===== src/design/lu_pkg.sv =====
// Quadword geometry and load size codes for the alignment path; size codes 5 to 7 mean 16 bytes
package lu_pkg;

   // Byte lanes in one quadword read from the data cache
   localparam int QW_BYTES = 16;

   // Width of a byte offset and of a rotate amount within the quadword
   localparam int ROT_BITS = 4;

   // The endian stage picks straight or mirrored lanes
   localparam int ENDIAN_SEL_BITS = 2;

   // Coarse and fine rotate stages each take a four-way one-hot select
   localparam int ROT_SEL_BITS = 4;

   // Width of the load size code
   localparam int SIZE_BITS = 3;

   // Load size codes, log2 of the size in bytes
   localparam logic [SIZE_BITS-1:0] SZ_1  = 3'd0;
   localparam logic [SIZE_BITS-1:0] SZ_2  = 3'd1;
   localparam logic [SIZE_BITS-1:0] SZ_4  = 3'd2;
   localparam logic [SIZE_BITS-1:0] SZ_8  = 3'd3;
   localparam logic [SIZE_BITS-1:0] SZ_16 = 3'd4;

endpackage


===== src/design/lu_rot16.sv =====
// One bit of every lane; selects must be one-hot, an all-zero select gives a zero output
`timescale 1ns/1ps

module lu_rot16 (
   input  logic [0:lu_pkg::ENDIAN_SEL_BITS-1] rot_sel1,
   input  logic [0:lu_pkg::ROT_SEL_BITS-1]    rot_sel2,
   input  logic [0:lu_pkg::ROT_SEL_BITS-1]    rot_sel3,
   input  logic [0:lu_pkg::QW_BYTES-1]        rot_data,
   output logic [0:lu_pkg::QW_BYTES-1]        data_rot
);

   localparam int LANES  = lu_pkg::QW_BYTES;
   localparam int COARSE = LANES / 4;

   logic [0:LANES-1] mxbele;
   logic [0:LANES-1] mx1;
   logic [0:LANES-1] mx2;

   for (genvar i = 0; i < LANES; i++) begin : g_lane
      // Endian stage, lane i straight or mirrored
      assign mxbele[i] = (rot_sel1[0] & rot_data[i]) |
                         (rot_sel1[1] & rot_data[LANES-1-i]);

      // Coarse rotate by 0, 4, 8 or 12 lanes
      assign mx1[i] = (rot_sel2[0] & mxbele[i]) |
                      (rot_sel2[1] & mxbele[(i + COARSE) % LANES]) |
                      (rot_sel2[2] & mxbele[(i + 2*COARSE) % LANES]) |
                      (rot_sel2[3] & mxbele[(i + 3*COARSE) % LANES]);

      // Fine rotate by 0 to 3 lanes
      assign mx2[i] = (rot_sel3[0] & mx1[i]) |
                      (rot_sel3[1] & mx1[(i + 1) % LANES]) |
                      (rot_sel3[2] & mx1[(i + 2) % LANES]) |
                      (rot_sel3[3] & mx1[(i + 3) % LANES]);
   end

   assign data_rot = mx2;

endmodule


===== src/design/lu_rot_decode.sv =====
// First pipe stage; offsets are not range checked, so loads past byte 15 wrap around the quadword
`timescale 1ns/1ps

module lu_rot_decode #(
   parameter int BYTE_BITS = 8
) (
   input  logic                                        clk,
   input  logic                                        reset,
   input  logic                                        ld_valid,
   input  logic [lu_pkg::ROT_BITS-1:0]                 ld_offset,
   input  logic [lu_pkg::SIZE_BITS-1:0]                ld_size,
   input  logic                                        ld_byte_rev,
   input  logic [0:lu_pkg::QW_BYTES*BYTE_BITS-1]       ld_data,
   output logic                                        s1_valid,
   output logic [0:lu_pkg::QW_BYTES*BYTE_BITS-1]       s1_data,
   output logic [0:lu_pkg::ENDIAN_SEL_BITS-1]          rot_sel1,
   output logic [0:lu_pkg::ROT_SEL_BITS-1]             rot_sel2,
   output logic [0:lu_pkg::ROT_SEL_BITS-1]             rot_sel3,
   output logic [0:lu_pkg::QW_BYTES-1]                 s1_mask
);

   // One bit wider than an offset so that a 16 byte size fits
   localparam int AMT_W = lu_pkg::ROT_BITS + 1;

   logic [AMT_W-1:0]                      size_bytes;
   logic [lu_pkg::ROT_BITS-1:0]           rot_amt;
   logic [0:lu_pkg::ENDIAN_SEL_BITS-1]    sel1_d;
   logic [0:lu_pkg::ROT_SEL_BITS-1]       sel2_d;
   logic [0:lu_pkg::ROT_SEL_BITS-1]       sel3_d;
   logic [0:lu_pkg::QW_BYTES-1]           mask_d;

   always_comb begin
      case (ld_size)
         lu_pkg::SZ_1:  size_bytes = AMT_W'(1);
         lu_pkg::SZ_2:  size_bytes = AMT_W'(2);
         lu_pkg::SZ_4:  size_bytes = AMT_W'(4);
         lu_pkg::SZ_8:  size_bytes = AMT_W'(8);
         default:       size_bytes = AMT_W'(16);
      endcase
   end

   // A straight load rotates its last byte into lane 15; a reversed load
   // mirrors first, which puts the first byte at 15 - offset
   always_comb begin
      if (ld_byte_rev) begin
         rot_amt = '0 - ld_offset;
      end else begin
         rot_amt = ld_offset + size_bytes[lu_pkg::ROT_BITS-1:0];
      end
   end

   assign sel1_d = {~ld_byte_rev, ld_byte_rev};

   // Upper two bits of the amount pick the coarse step of four lanes
   always_comb begin
      for (int k = 0; k < lu_pkg::ROT_SEL_BITS; k++) begin
         sel2_d[k] = (rot_amt[lu_pkg::ROT_BITS-1:2] == 2'(k));
         sel3_d[k] = (rot_amt[1:0] == 2'(k));
      end
   end

   // Keep only the low s lanes of the result
   always_comb begin
      for (int i = 0; i < lu_pkg::QW_BYTES; i++) begin
         mask_d[i] = (i >= lu_pkg::QW_BYTES - int'(size_bytes));
      end
   end

   always_ff @(posedge clk) begin
      if (reset) begin
         s1_valid <= 1'b0;
         s1_data  <= '0;
         rot_sel1 <= '0;
         rot_sel2 <= '0;
         rot_sel3 <= '0;
         s1_mask  <= '0;
      end else begin
         s1_valid <= ld_valid;
         s1_data  <= ld_data;
         rot_sel1 <= sel1_d;
         rot_sel2 <= sel2_d;
         rot_sel3 <= sel3_d;
         s1_mask  <= mask_d;
      end
   end

endmodule


===== src/design/lu_align_stage.sv =====
// Second pipe stage; selects and mask must come from the same load as s1_data
`timescale 1ns/1ps

module lu_align_stage #(
   parameter int BYTE_BITS = 8
) (
   input  logic                                   clk,
   input  logic                                   reset,
   input  logic                                   s1_valid,
   input  logic [0:lu_pkg::QW_BYTES*BYTE_BITS-1]  s1_data,
   input  logic [0:lu_pkg::ENDIAN_SEL_BITS-1]     rot_sel1,
   input  logic [0:lu_pkg::ROT_SEL_BITS-1]        rot_sel2,
   input  logic [0:lu_pkg::ROT_SEL_BITS-1]        rot_sel3,
   input  logic [0:lu_pkg::QW_BYTES-1]            s1_mask,
   output logic                                   rot_valid,
   output logic [0:lu_pkg::QW_BYTES*BYTE_BITS-1]  rot_data
);

   localparam int LANES = lu_pkg::QW_BYTES;

   logic [0:LANES-1]           slice_in  [BYTE_BITS];
   logic [0:LANES-1]           slice_out [BYTE_BITS];
   logic [0:LANES*BYTE_BITS-1] aligned;

   // Gather bit b of every lane into slice b
   always_comb begin
      for (int b = 0; b < BYTE_BITS; b++) begin
         for (int i = 0; i < LANES; i++) begin
            slice_in[b][i] = s1_data[i*BYTE_BITS + b];
         end
      end
   end

   for (genvar b = 0; b < BYTE_BITS; b++) begin : g_slice
      lu_rot16 u_rot16 (
         .rot_sel1 (rot_sel1),
         .rot_sel2 (rot_sel2),
         .rot_sel3 (rot_sel3),
         .rot_data (slice_in[b]),
         .data_rot (slice_out[b])
      );
   end

   // Back into lanes, with the lanes above the load size cleared
   always_comb begin
      for (int b = 0; b < BYTE_BITS; b++) begin
         for (int i = 0; i < LANES; i++) begin
            aligned[i*BYTE_BITS + b] = slice_out[b][i] & s1_mask[i];
         end
      end
   end

   always_ff @(posedge clk) begin
      if (reset) begin
         rot_valid <= 1'b0;
         rot_data  <= '0;
      end else begin
         rot_valid <= s1_valid;
         rot_data  <= aligned;
      end
   end

endmodule


===== src/design/lu_align_top.sv =====
// Load alignment path, two cycle fixed latency, one load per cycle and no back-pressure
`timescale 1ns/1ps

module lu_align_top #(
   parameter int BYTE_BITS = 8
) (
   input  logic                                   clk,
   input  logic                                   reset,
   input  logic                                   ld_valid,
   input  logic [lu_pkg::ROT_BITS-1:0]            ld_offset,
   input  logic [lu_pkg::SIZE_BITS-1:0]           ld_size,
   input  logic                                   ld_byte_rev,
   input  logic [0:lu_pkg::QW_BYTES*BYTE_BITS-1]  ld_data,
   output logic                                   rot_valid,
   output logic [0:lu_pkg::QW_BYTES*BYTE_BITS-1]  rot_data
);

   logic                                  s1_valid;
   logic [0:lu_pkg::QW_BYTES*BYTE_BITS-1] s1_data;
   logic [0:lu_pkg::ENDIAN_SEL_BITS-1]    rot_sel1;
   logic [0:lu_pkg::ROT_SEL_BITS-1]       rot_sel2;
   logic [0:lu_pkg::ROT_SEL_BITS-1]       rot_sel3;
   logic [0:lu_pkg::QW_BYTES-1]           s1_mask;

   lu_rot_decode #(
      .BYTE_BITS (BYTE_BITS)
   ) u_decode (
      .clk         (clk),
      .reset       (reset),
      .ld_valid    (ld_valid),
      .ld_offset   (ld_offset),
      .ld_size     (ld_size),
      .ld_byte_rev (ld_byte_rev),
      .ld_data     (ld_data),
      .s1_valid    (s1_valid),
      .s1_data     (s1_data),
      .rot_sel1    (rot_sel1),
      .rot_sel2    (rot_sel2),
      .rot_sel3    (rot_sel3),
      .s1_mask     (s1_mask)
   );

   lu_align_stage #(
      .BYTE_BITS (BYTE_BITS)
   ) u_align (
      .clk       (clk),
      .reset     (reset),
      .s1_valid  (s1_valid),
      .s1_data   (s1_data),
      .rot_sel1  (rot_sel1),
      .rot_sel2  (rot_sel2),
      .rot_sel3  (rot_sel3),
      .s1_mask   (s1_mask),
      .rot_valid (rot_valid),
      .rot_data  (rot_data)
   );

endmodule


===== config.mk =====
export PLATFORM = sky130hd
export DESIGN_NAME = lu_align_top
export DESIGN_NICKNAME = d
export VERILOG_FILES = /design/src/design/lu_pkg.sv /design/src/design/lu_rot16.sv /design/src/design/lu_rot_decode.sv /design/src/design/lu_align_stage.sv /design/src/design/lu_align_top.sv
export SDC_FILE = /design/constraint.sdc
export NUM_CORES = 1
export LEC_CHECK = 0
export ABC_AREA = 1
export BUFFER_PORTS_ARGS = -buffer_cell sky130_fd_sc_hd__buf_2
export CAP_MARGIN = 10
export CORE_AREA = 2 2 212 256
export DETAILED_ROUTE_END_ITERATION = 6
export DIE_AREA = 0 0 214 258
export GPL_TIMING_DRIVEN = 1
export PLACE_DENSITY = 0.55
export REMOVE_ABC_BUFFERS = 1
export SLEW_MARGIN = 5
export SYNTH_ARGS = -nofsm -noshare
export SYNTH_HDL_FRONTEND = slang
export SYNTH_SLANG_ARGS = --single-unit
export TNS_END_PERCENT = 30

===== constraint.sdc =====
create_clock -name clk -period 2.1 [get_ports clk]
set_clock_uncertainty 0.05 [all_clocks]
set_input_delay 0.42 -clock clk [delete_from_list [all_inputs] [get_ports clk]]
set_output_delay 0.42 -clock clk [all_outputs]
set_load 0.1 [all_outputs]

# Word-level counts from Yosys, hierarchy flattened
# Cells that the tools add are included.
# classes
magnitude_cmp	16
reduce_logical	3
n_mux	2
bitwise_logic	2305
eq_ne	9
n_addsub	3
# ops
cell	count
$and 1x1->1	1408
$or 1x1->1	896
$ge 5x32->1 const A	8
$ge 4x32->1 const A	4
$ge 3x32->1 const A	2
$ge 1x32->1 const A	1
$ge 2x32->1 const A	1
$pmux 5 s4	1
$eq 2x2->1 const B	4
$eq 3x2->1 const B	2
$sub 5x5->6 const A	1
$add 4x4->4	1
$eq 2x1->1 const B	2
$logic_not 2->1	2
$mux 4	1
$sub 1x4->4 const A	1
$eq 3x1->1 const B	1
$logic_not 3->1	1
$not 1->1	1
# word_totals
out_inout_bits	129
wordCells	2346
register_bits	284
in_bits	139

# Depth between registers and ports, before layout
# Gate-level depths: netlist (run 1).
# logic_depth
ltp_word	11
ltp_mapped	13

# Cells and area by module
# A second synthesis (run 1) with hierarchy kept.
# hier_totals
hier_cells	3277
hier_area_um2	19889.1
# modules_own_cells
mod	area_per_inst_um2	instances	cells_each	seq_area_each_um2
lu_rot16	1430.1	8	292	0.0
lu_rot_decode	4685.7	1	524	3103.0
lu_align_stage	3762.4	1	417	2582.5

# Least setup slack after synthesis (run 1)
# Ideal clock, no wire load.
# synth_timing
path_type	input-to-reg
startpoint	in ld_size[2] in the netlist's numbering
endpoint	reg u_decode.rot_sel2[0] in the netlist's numbering
arrival_time_ps	1791
setup_time_ps	64
path_stages	9
slack_ps	195
required_time_ps	1986
path_buffers	0
path_cell_list	nor2_1 inv_1 nor2_1 ha_1 fa_1 xnor2_1 o21ai_0 or2_2 nor2_1
# synth_between
elab_chain_cells	5
elab_cells_between_ends	8
cone_classes	add/sub (1); eq/ne (3); mux (2); reduce/logical (2)
# synth_rtl
element	line_no	text
start, declared	lu_align_top.sv:11	input logic [lu_pkg::SIZE_BITS-1:0] ld_size,
$eq 3x2->1 (tied with other cells)	lu_rot_decode.sv:33	case (ld_size)
$pmux 5 s4 *	lu_rot_decode.sv:33	
$add 4x4->4 *	lu_rot_decode.sv:48	rot_amt = ld_offset + size_bytes[lu_pkg::ROT_BITS-1:0];
$mux 4 *	lu_rot_decode.sv:45	if (ld_byte_rev) begin
$logic_not 2->1 *	lu_rot_decode.sv:57	sel2_d[k] = (rot_amt[lu_pkg::ROT_BITS-1:2] == 2'(k));
end signal, assigned	lu_rot_decode.sv:81	rot_sel2 <= sel2_d;
end, declared	lu_rot_decode.sv:17	output logic [0:lu_pkg::ROT_SEL_BITS-1] rot_sel2,
# Every way passes the cells marked *; elsewhere a longest branch is shown, timed or not.
# A chain may end at the register's enable or synchronous reset.

# Worst setup path in the final report (run 1)
# layout_timing
startpoint	reg u_align.rot_data[91] in the netlist's numbering
endpoint	out rot_data[91] in the netlist's numbering
# layout_lines
element	line_no	text
start, declared	lu_align_stage.sv:16	output logic [0:lu_pkg::QW_BYTES*BYTE_BITS-1] rot_data
start signal, assigned	lu_align_stage.sv:59	rot_data <= aligned;
end, declared	lu_align_top.sv:15	output logic [0:lu_pkg::QW_BYTES*BYTE_BITS-1] rot_data
# No word-level cell between the ends.

==> qor.txt, run 1 <==
Most common cell after layout, fill and taps aside = nand2_1
Die Area = 55200 sq um
Dpl hpwl = 43500 um
Post-CTS Resized = 0
Layout cell share with drive strength beyond 1 = 16.2%
Area leader, netlist = nand2_1
Uppermost layer routed = met4
Final Hold Violating Endpoints = 0
CP arrival = 1.49 ns
Max Cap Viol = 0
Skew-Pair Late Insertion Delay = 0.58 ns
Max_slew headroom = 55.2%
Post-CTS setup buffer count = 0
I/O Pins = 268
Crit start category = register
Area growth, synth to finish = 23.5%
First-pass GRT wire length = 97900 um
Grt ovf = 0
Die X = 214 um
# DRC = 0
Cells after Synth = 3365
WL met3 = 2570 um
Placer Congestion = 0.850
Top cells by area, synth = nand2_1 36%, dfxtp_1 31%, nor2_1 8.4%
Synthesized flop and latch total = 283
Gr usage total = 22.1%
Starting Density = 34.6%
Final setup violating endpoints = 0
1st-iter DRT viols = 932
Max clock buf depth = 3
Std-Cell Rows = 93
Slowest cell delay on critical path = 0.47 ns
Post-synthesis cell area = 18300 sq um
Floorplan Core Area = 52900 sq um
Outcome = completed
Leakage Power = 12.6 nW
Root buf cell = clkbuf_16
WL final = 62400 um
Power density cells = 619 nW/um^2
First-pass DRT Iterations = 5
TritonCTS clock tree = yes
Worst path bufs/invs = 1
Sequential area share after synthesis = 30.9%
CTS buffer count = 31
Setup_tns = 0 ns
Crit path kind = reg -> out
Unrepaired setup endpoints after global routing = false
Routed WL per cell = 14.2 um
Pin count of the biggest net entering global routing = 146
Vias post-DR = 19500
Hold buffers post-CTS = 116
Die Y = 258 um
Maximum clock rate = 0.511 GHz
Drt via density = 4.42
Routed wl met2 = 30500 um
Htree depth = 1
Vias in the first global route = 18500
Most frequent cells in the layout = 1745 x nand2_1, 408 x nor2_1, 389 x inv_1
Mapped Avg Cell Area = 5.44 sq um
Metal-1 WL = 27700 um
# port buffers = 267
Worst setup EP type = primary output
Worst Tran Pin Value = 0.672 ns
Minimum clock period after layout = 1.96 ns
Top-area cell type share of the netlist area = 35.8%
Initial antenna violation count = 1
Sink Count = 283
Core Util, Final = 42.7%
Clock slew at reported path FFs = 0.06 ns
Crit path max-delay family = buffers and inverters
Fin. max-slew vios = 0
Syn. warnings = 0
Routed Antenna Nets = 0
Overall Power = 0.0140 W
Yosys cell types = 25
Crit-path cells = buf_2
Worst hold path class = in -> reg
Critical Path RT = 1.63 ns
Crit-path max FO = 1
Nets = 3816
Max IR drop VDD = 509 uV
Period utilization = 93.3%
Crit-path slowest cell = buf_2
-- per-stage QoR --
stage | hold WS (ns) | std cells | setup WS (ns) | cell area [sq um]
2_1_floorplan | 0.338 | 3205 | -1.26 | 17400
3_3_place_gp | 0.341 | 4233 | 0.00299 | 20400
3_5_place_dp | 0.354 | 4233 | -0.00717 | 20400
4_1_cts | 0.00147 | 4405 | 0.128 | 22600
5_1_grt | 0.0172 | 4405 | 0.0899 | 22600
6_report | 0.0286 | 4406 | 0.142 | 22600
-- layout make-up --
type                            count  area [sq um]
Timing Repair Buffer              432          3170
Multi-Input combinational cell   2521         10300
Sequential cell                   283          5700
Antenna cell                        1          2.50
Fill cell                        5878         30300
Tap cell                          712           891
Clock buffer                       40           850
Clock inverter                     16           243
Inverter                          401          1510
-- synthesized netlist by cell type (all sizes together) --
library cell,number
a21oi,3
and3,1
buf,121
clkbuf,39
clkinv,1
dfxtp,283
fa,1
ha,6
inv,400
nand2,1956
nand3,6
nor2,408
nor3,4
o21ai,131
or2,1
xnor2,2
xor2,2
-- registers in the layout, summed over array words and instances (netlist names) --
| signal | flops |
|---|---|
| u_align.rot_valid | 1 |
| u_align.rot_data | 128 |
| u_decode.s1_data | 128 |
| u_decode.rot_sel3 | 4 |
| u_decode.rot_sel2 | 4 |
| u_decode.s1_mask | 15 |
| u_decode.s1_valid | 1 |
| u_decode.rot_sel1 | 2 |
-- final timing paths --
kind | start | endpoint | slack, ns | cells after the start
min reg2reg | u_decode.s1_valid$_SDFF_PP0_ | u_align.rot_valid$_SDFF_PP0_ | 0.36 | 2
min | ld_data[56] | u_decode.s1_data[56]$_SDFF_PP0_ | 0.03 | 3
max reg2reg | u_decode.rot_sel1[0]$_SDFF_PP0_ | u_align.rot_data[16]$_SDFF_PP0_ | 0.38 | 11
max | u_align.rot_data[91]$_SDFF_PP0_ | rot_data[91] | 0.14 | 1
-- power breakdown --
| group | internal (W) | switching, W |
|---|---|---|
| logic | 0.000770 | 0.00165 |
| clock network | 0.00358 | 0.00231 |
| registers | 0.00556 | 0.000125 |
-- metal layers --
layer,vias up,global-route usage [%]
li1,10300,-
met1,8648,27.6
met2,418,40.0
met3,79,2.21
met4,0,6.90
met5,-,0
-- kinds of logic after synthesis --
| family | after synthesis | share of synthesized area (%) |
|---|---|---|
| xor gates and xnor gates | 4 | 0.191 |
| AOI/OAI and AO/OA | 134 | 3.66 |
| DFF | 283 | 30.9 |
| buffers and inverters | 561 | 13.0 |
| adders and majority gates | 7 | 0.519 |
| and+or+nand+nor | 2376 | 51.7 |
Note: power is estimated with default switching activity, not from simulation.
==> run 2, diff against run 1 <==
--- a/config.mk
+++ b/config.mk
@@ -5,14 +5,13 @@
 export SDC_FILE = /design/constraint.sdc
 export NUM_CORES = 1
 export LEC_CHECK = 0
-export ABC_AREA = 1
 export BUFFER_PORTS_ARGS = -buffer_cell sky130_fd_sc_hd__buf_2
 export CAP_MARGIN = 10
-export CORE_AREA = 2 2 212 256
+export CORE_AREA = 2 2 184 223
 export DETAILED_ROUTE_END_ITERATION = 6
-export DIE_AREA = 0 0 214 258
+export DIE_AREA = 0 0 186 225
 export GPL_TIMING_DRIVEN = 1
-export PLACE_DENSITY = 0.55
+export PLACE_DENSITY = 0.56
 export REMOVE_ABC_BUFFERS = 1
 export SLEW_MARGIN = 5
 export SYNTH_ARGS = -nofsm -noshare
==> qor.txt, run 2 <==
Worst hold path class = in -> reg
Sink Count = 283
Core Util, Final = 44.2%
Area leader, netlist = dfxtp_1
Top-area cell type share of the netlist area = 41.2%
Routed Antenna Nets = 0
Syn. warnings = 0
Routed WL per cell = 20.2 um
Complex-gate fraction of the synthesized area = 41.2%
Hold buffers post-CTS = 61
Std-Cell Rows = 80
Clock slew at reported path FFs = 0.06 ns
Fillers = 3916
Post-synthesis cell area = 13800 sq um
Synth top cells by count = 512 x a22oi_1, 283 x dfxtp_1, 149 x nand2_1, 137 x nor2b_1, 132 x a21oi_1
Most frequent cell after synthesis = a22oi_1
Mapped Avg Cell Area = 8.83 sq um
Non-Filler Instances = 2376
Area growth, synth to finish = 27.0%
I/O Pins = 268
Die Area = 41900 sq um
Outcome = completed
Root buf cell = clkbuf_16
Cells after Synth = 1557
Unrepaired setup endpoints after global routing = false
Setup_tns = 0 ns
Diodes inserted = 0
Sequential area share after synthesis = 41.2%
Yosys cell types = 33
Max clock buf depth = 3
Power density cells = 737 nW/um^2
Final setup violating endpoints = 0
Skew-Pair Late Insertion Delay = 0.59 ns
Crit-path max FO = 79
Maximum clock rate = 0.508 GHz
Initial antenna violation count = 0
Period utilization = 93.8%
# DRC = 0
WL final = 48000 um
Nets = 1969
First-pass GRT wire length = 72200 um
TritonCTS clock tree = yes
Most common cell after layout, fill and taps aside = a22oi_1
Max_slew headroom = 54.3%
Max Cap Viol = 0
Critical Path RT = 2.51 ns
# port buffers = 267
Crit start category = register
Drt via density = 5.83
Die X = 186 um
Minimum clock period after layout = 1.97 ns
Layout cell share with drive strength beyond 1 = 21.5%
Top cells by area, synth = dfxtp_1 41%, a22oi_1 28%, a22o_1 8.2%
Mux cell area share after synthesis = 0.0728%
Vias post-DR = 13800
Largest regs = u_align.rot_data (128), u_decode.s1_data (128), u_decode.s1_mask (15)
Gr usage total = 22.0%
Leakage Power = 6.86 nW
Vias in the first global route = 12700
Die Y = 225 um
Starting Density = 34.8%
First-pass DRT Iterations = 6
Ys async rst share = 0%
1st-iter DRT viols = 1495
CTS buffer count = 30
Most frequent cells in the layout = 512 x a22oi_1, 273 x dfxtp_1, 266 x buf_2
Fin. max-slew vios = 0
Post-Synth Simple-Gate Area = 11.7%
Post-CTS setup buffer count = 0
Largest family of logic cells by synthesized area = compound AO/OA/AOI/OAI gates
Adder-cell share of the synthesized area = 0.691%
Crit path kind = reg -> reg
Worst Tran Pin Value = 0.685 ns
Overall Power = 0.0129 W
Floorplan Core Area = 39500 sq um
Placer Congestion = 0.876
Post-synth EDFFs = 0
Worst setup EP type = register
Htree depth = 1
Synthesized flop and latch total = 283
Final Hold Violating Endpoints = 0
XOR/XNOR share of the synthesized area = 0.127%
Post-CTS Resized = 0
Pin count of the biggest net entering global routing = 146
Grt ovf = 0
Dpl hpwl = 32800 um
CP arrival = 2.38 ns
Max IR drop VDD = 584 uV
Main flop type after synthesis = dfxtp_1
Cells after DPL = 2263
-- run 2: path summary, 6_finish.rpt --
path	cells past startpoint	slack (ns)	to	startpoint
min	2	0.01	u_decode.s1_data[18]$_SDFF_PP0_	ld_data[18]
max	6	0.13	u_align.rot_data[58]$_SDFF_PP0_	u_decode.rot_sel1[0]$_SDFF_PP0_
max reg2reg	6	0.13	u_align.rot_data[58]$_SDFF_PP0_	u_decode.rot_sel1[0]$_SDFF_PP0_
min reg2reg	1	0.39	u_align.rot_valid$_SDFF_PP0_	u_decode.s1_valid$_SDFF_PP0_
-- run 2: routing by layer --
metal	global-route usage (%)	share of wire, %	vias to the layer above
met2	36.2	47	618
li1	-	-	6512
met1	29.4	44	6629
met4	8.23	3.5	0
met5	0	0	-
met3	2.65	6.0	89
-- run 2: report_power, final --
group	switching (W)	internal, W	total (W)
Sequential	0.000145	0.00555	0.00570
Clock	0.00221	0.00301	0.00522
Combinational	0.00127	0.000694	0.00197
Total	0.00363	0.00926	0.0129
-- run 2: final cells by class --
cell class                      instances  area [sq um]  share of cell area (%)
Multi-Input combinational cell       1108          7400                    42.4
Sequential cell                       283          5700                    32.6
Timing Repair Buffer                  394          2710                    15.5
Clock buffer                           39           867                    4.96
Tap cell                              533           667                    3.82
Clock inverter                         13           105                   0.601
Inverter                                6          22.5                   0.129
-- run 2: logic make-up after synthesis --
group / after synthesis
xor+xnor: 2
mux: 1
compound gates: 779
simple gates: 319
fa+ha+maj: 7
flops: 283
buf+inv: 166
-- run 2: worst max-delay path, stage by stage, from the launching register on --
cell,delay (ns)
dfxtp_4,0.39
buf_12,0.31
a22o_1,0.32
a22oi_1,0.12
nand2_1,0.17
a22oi_1,0.11
a21oi_1,0.35
-- run 2: per-stage QoR --
| step | hold WS, ns | setup WS, ns | instance area, sq um |
|---|---|---|---|
| 3_5_place_dp | 0.379 | -0.247 | 15900 |
| 2_1_floorplan | 0.364 | -1.46 | 13100 |
| 3_3_place_gp | 0.367 | -0.190 | 15900 |
| 4_1_cts | 0.000238 | 0.175 | 17500 |
| 5_1_grt | 0.00801 | 0.0163 | 17500 |
| 6_report | 0.0117 | 0.130 | 17500 |
==> run 3, diff against run 2 <==
--- a/config.mk
+++ b/config.mk
@@ -11,7 +11,7 @@
 export DETAILED_ROUTE_END_ITERATION = 6
 export DIE_AREA = 0 0 186 225
 export GPL_TIMING_DRIVEN = 1
-export PLACE_DENSITY = 0.56
+export PLACE_DENSITY = 0.55
 export REMOVE_ABC_BUFFERS = 1
 export SLEW_MARGIN = 5
 export SYNTH_ARGS = -nofsm -noshare
==> qor.txt, run 3 (synthesis results as in run 2) <==
Outcome = completed
Crit start category = register
Starting Density = 34.8%
1st-iter DRT viols = 1496
Most frequent cells in the layout = 512 x a22oi_1, 273 x dfxtp_1, 266 x buf_2
TritonCTS clock tree = yes
Crit path max-delay family = buffers and inverters
Crit path kind = reg -> out
Minimum clock period after layout = 1.92 ns
First-pass GRT wire length = 72100 um
Drt via density = 5.78
Hold slack final = 0.0157 ns
Pin count of the biggest net entering global routing = 129
Clock slew at reported path FFs = 0.06 ns
Crit-path cells = buf_2
CTS buffer count = 31
Period utilization = 91.3%
Unrepaired setup endpoints after global routing = false
Setup_tns = 0 ns
Critical Path RT = 1.63 ns
Root buf cell = clkbuf_16
Crit-path slowest cell = buf_2
Fillers = 3889
Floorplan Core Area = 39500 sq um
DP Worst Slack = -0.239 ns
Worst r2r path cells = 6
Multi-input gate area in the final layout = 7400 sq um
Power density cells = 740 nW/um^2
Cells after DPL = 2259
CP arrival = 1.45 ns
Worst setup EP type = primary output
Max IR drop VDD = 604 uV
Final setup violating endpoints = 0
I/O Pins = 268
Worst Tran Pin Value = 0.679 ns
Gate power share = 15.3%
Sequential Area = 5700 sq um
Int Pwr = 0.00941 W
Die Area = 41900 sq um
WL final = 48500 um
WP depth = 1
Worst path bufs/invs = 1
Routed WL per cell = 20.3 um
# port buffers = 267
Initial antenna violation count = 0
Sw frac = 27.9%
Skew-Pair Late Insertion Delay = 0.59 ns
Htree depth = 1
Core Util, Final = 44.6%
Std-Cell Rows = 80
Maximum clock rate = 0.522 GHz
Area growth, synth to finish = 28.2%
Final critical-path setup slack = 0.183 ns
Routed Antenna Nets = 0
Largest regs = u_align.rot_data (128), u_decode.s1_data (128), u_decode.s1_mask (15)
Max Cap Viol = 0
Post-CTS Resized = 0
Diodes inserted = 0
Most common cell after layout, fill and taps aside = a22oi_1
Crit-path max FO = 1
Fin. max-slew vios = 0
Sink Count = 283
Layout cell share with drive strength beyond 1 = 21.0%
Non-Filler Instances = 2389
# DRC = 0
Final Hold Violating Endpoints = 0
Clock network fraction of total power = 41.1%
Placer Congestion = 0.842
Grt ovf = 0
Vias post-DR = 13800
Vias in the first global route = 12600
Dpl hpwl = 33200 um
Die Y = 225 um
Slowest cell delay on critical path = 0.46 ns
Sequential Power Share = 43.6%
Max_slew headroom = 54.7%
Switching pwr = 0.00364 W
Hold Crit Depth = 2
Die X = 186 um
Max clock buf depth = 3
Leakage Power = 6.93 nW
Gr usage total = 22.1%
First-pass DRT Iterations = 6
Nets = 1979
Worst hold path class = in -> reg
## run 3: what timing repair did
| action | CTS | global route |
|---|---|---|
| setup buffers | 0 | 0 |
| hold endpoints to repair | 74 | 0 |
| hold buffers | 74 | 0 |
## run 3: stage by stage
step / total power (W) / area [sq um]
6_report: 0.0130 / 17600
4_1_cts: 0.0132 / 17600
5_1_grt: 0.0136 / 17600
2_1_floorplan: 0.00688 / 13100
3_5_place_dp: 0.00766 / 15900
3_3_place_gp: 0.00763 / 15900
## run 3: path summary, 6_finish.rpt
check	startpoint	to	slack [ns]
setup / recovery	u_align.rot_data[36]$_SDFF_PP0_	rot_data[36]	0.18
hold / removal	ld_data[25]	u_decode.s1_data[25]$_SDFF_PP0_	0.02
setup reg to reg	u_decode.rot_sel1[1]$_SDFF_PP0_	u_align.rot_data[40]$_SDFF_PP0_	0.22
hold reg to reg	u_decode.s1_valid$_SDFF_PP0_	u_align.rot_valid$_SDFF_PP0_	0.40
## run 3: cell type report
class	instances	area share, %
multi-input combinational	1108	42.0
sequential	283	32.3
timing repair buffer	403	16.1
clock buffer	46	5.00
tap	533	3.78
clock inverter	10	0.688
inverter	6	0.128
## run 3: per-layer routing
layer	part of all wire, %	vias to the layer above	global-route usage [%]	routed length (um)
met5	0	-	0	0
li1	-	6541	-	-
met2	48	592	37.1	23300
met3	7.2	79	2.81	3480
met1	42	6603	29.3	20400
met4	2.7	0	6.96	1320
## run 3: power groups by stage
stage                     Combinational [W]  Sequential (W)  Clock (W)
after global placement              0.00184         0.00580          0
final                               0.00200         0.00569    0.00536
after CTS                           0.00197         0.00568    0.00550
after floorplan                    0.000704         0.00618          0
after global routing                0.00215         0.00571    0.00571
after detailed placement            0.00186         0.00580          0
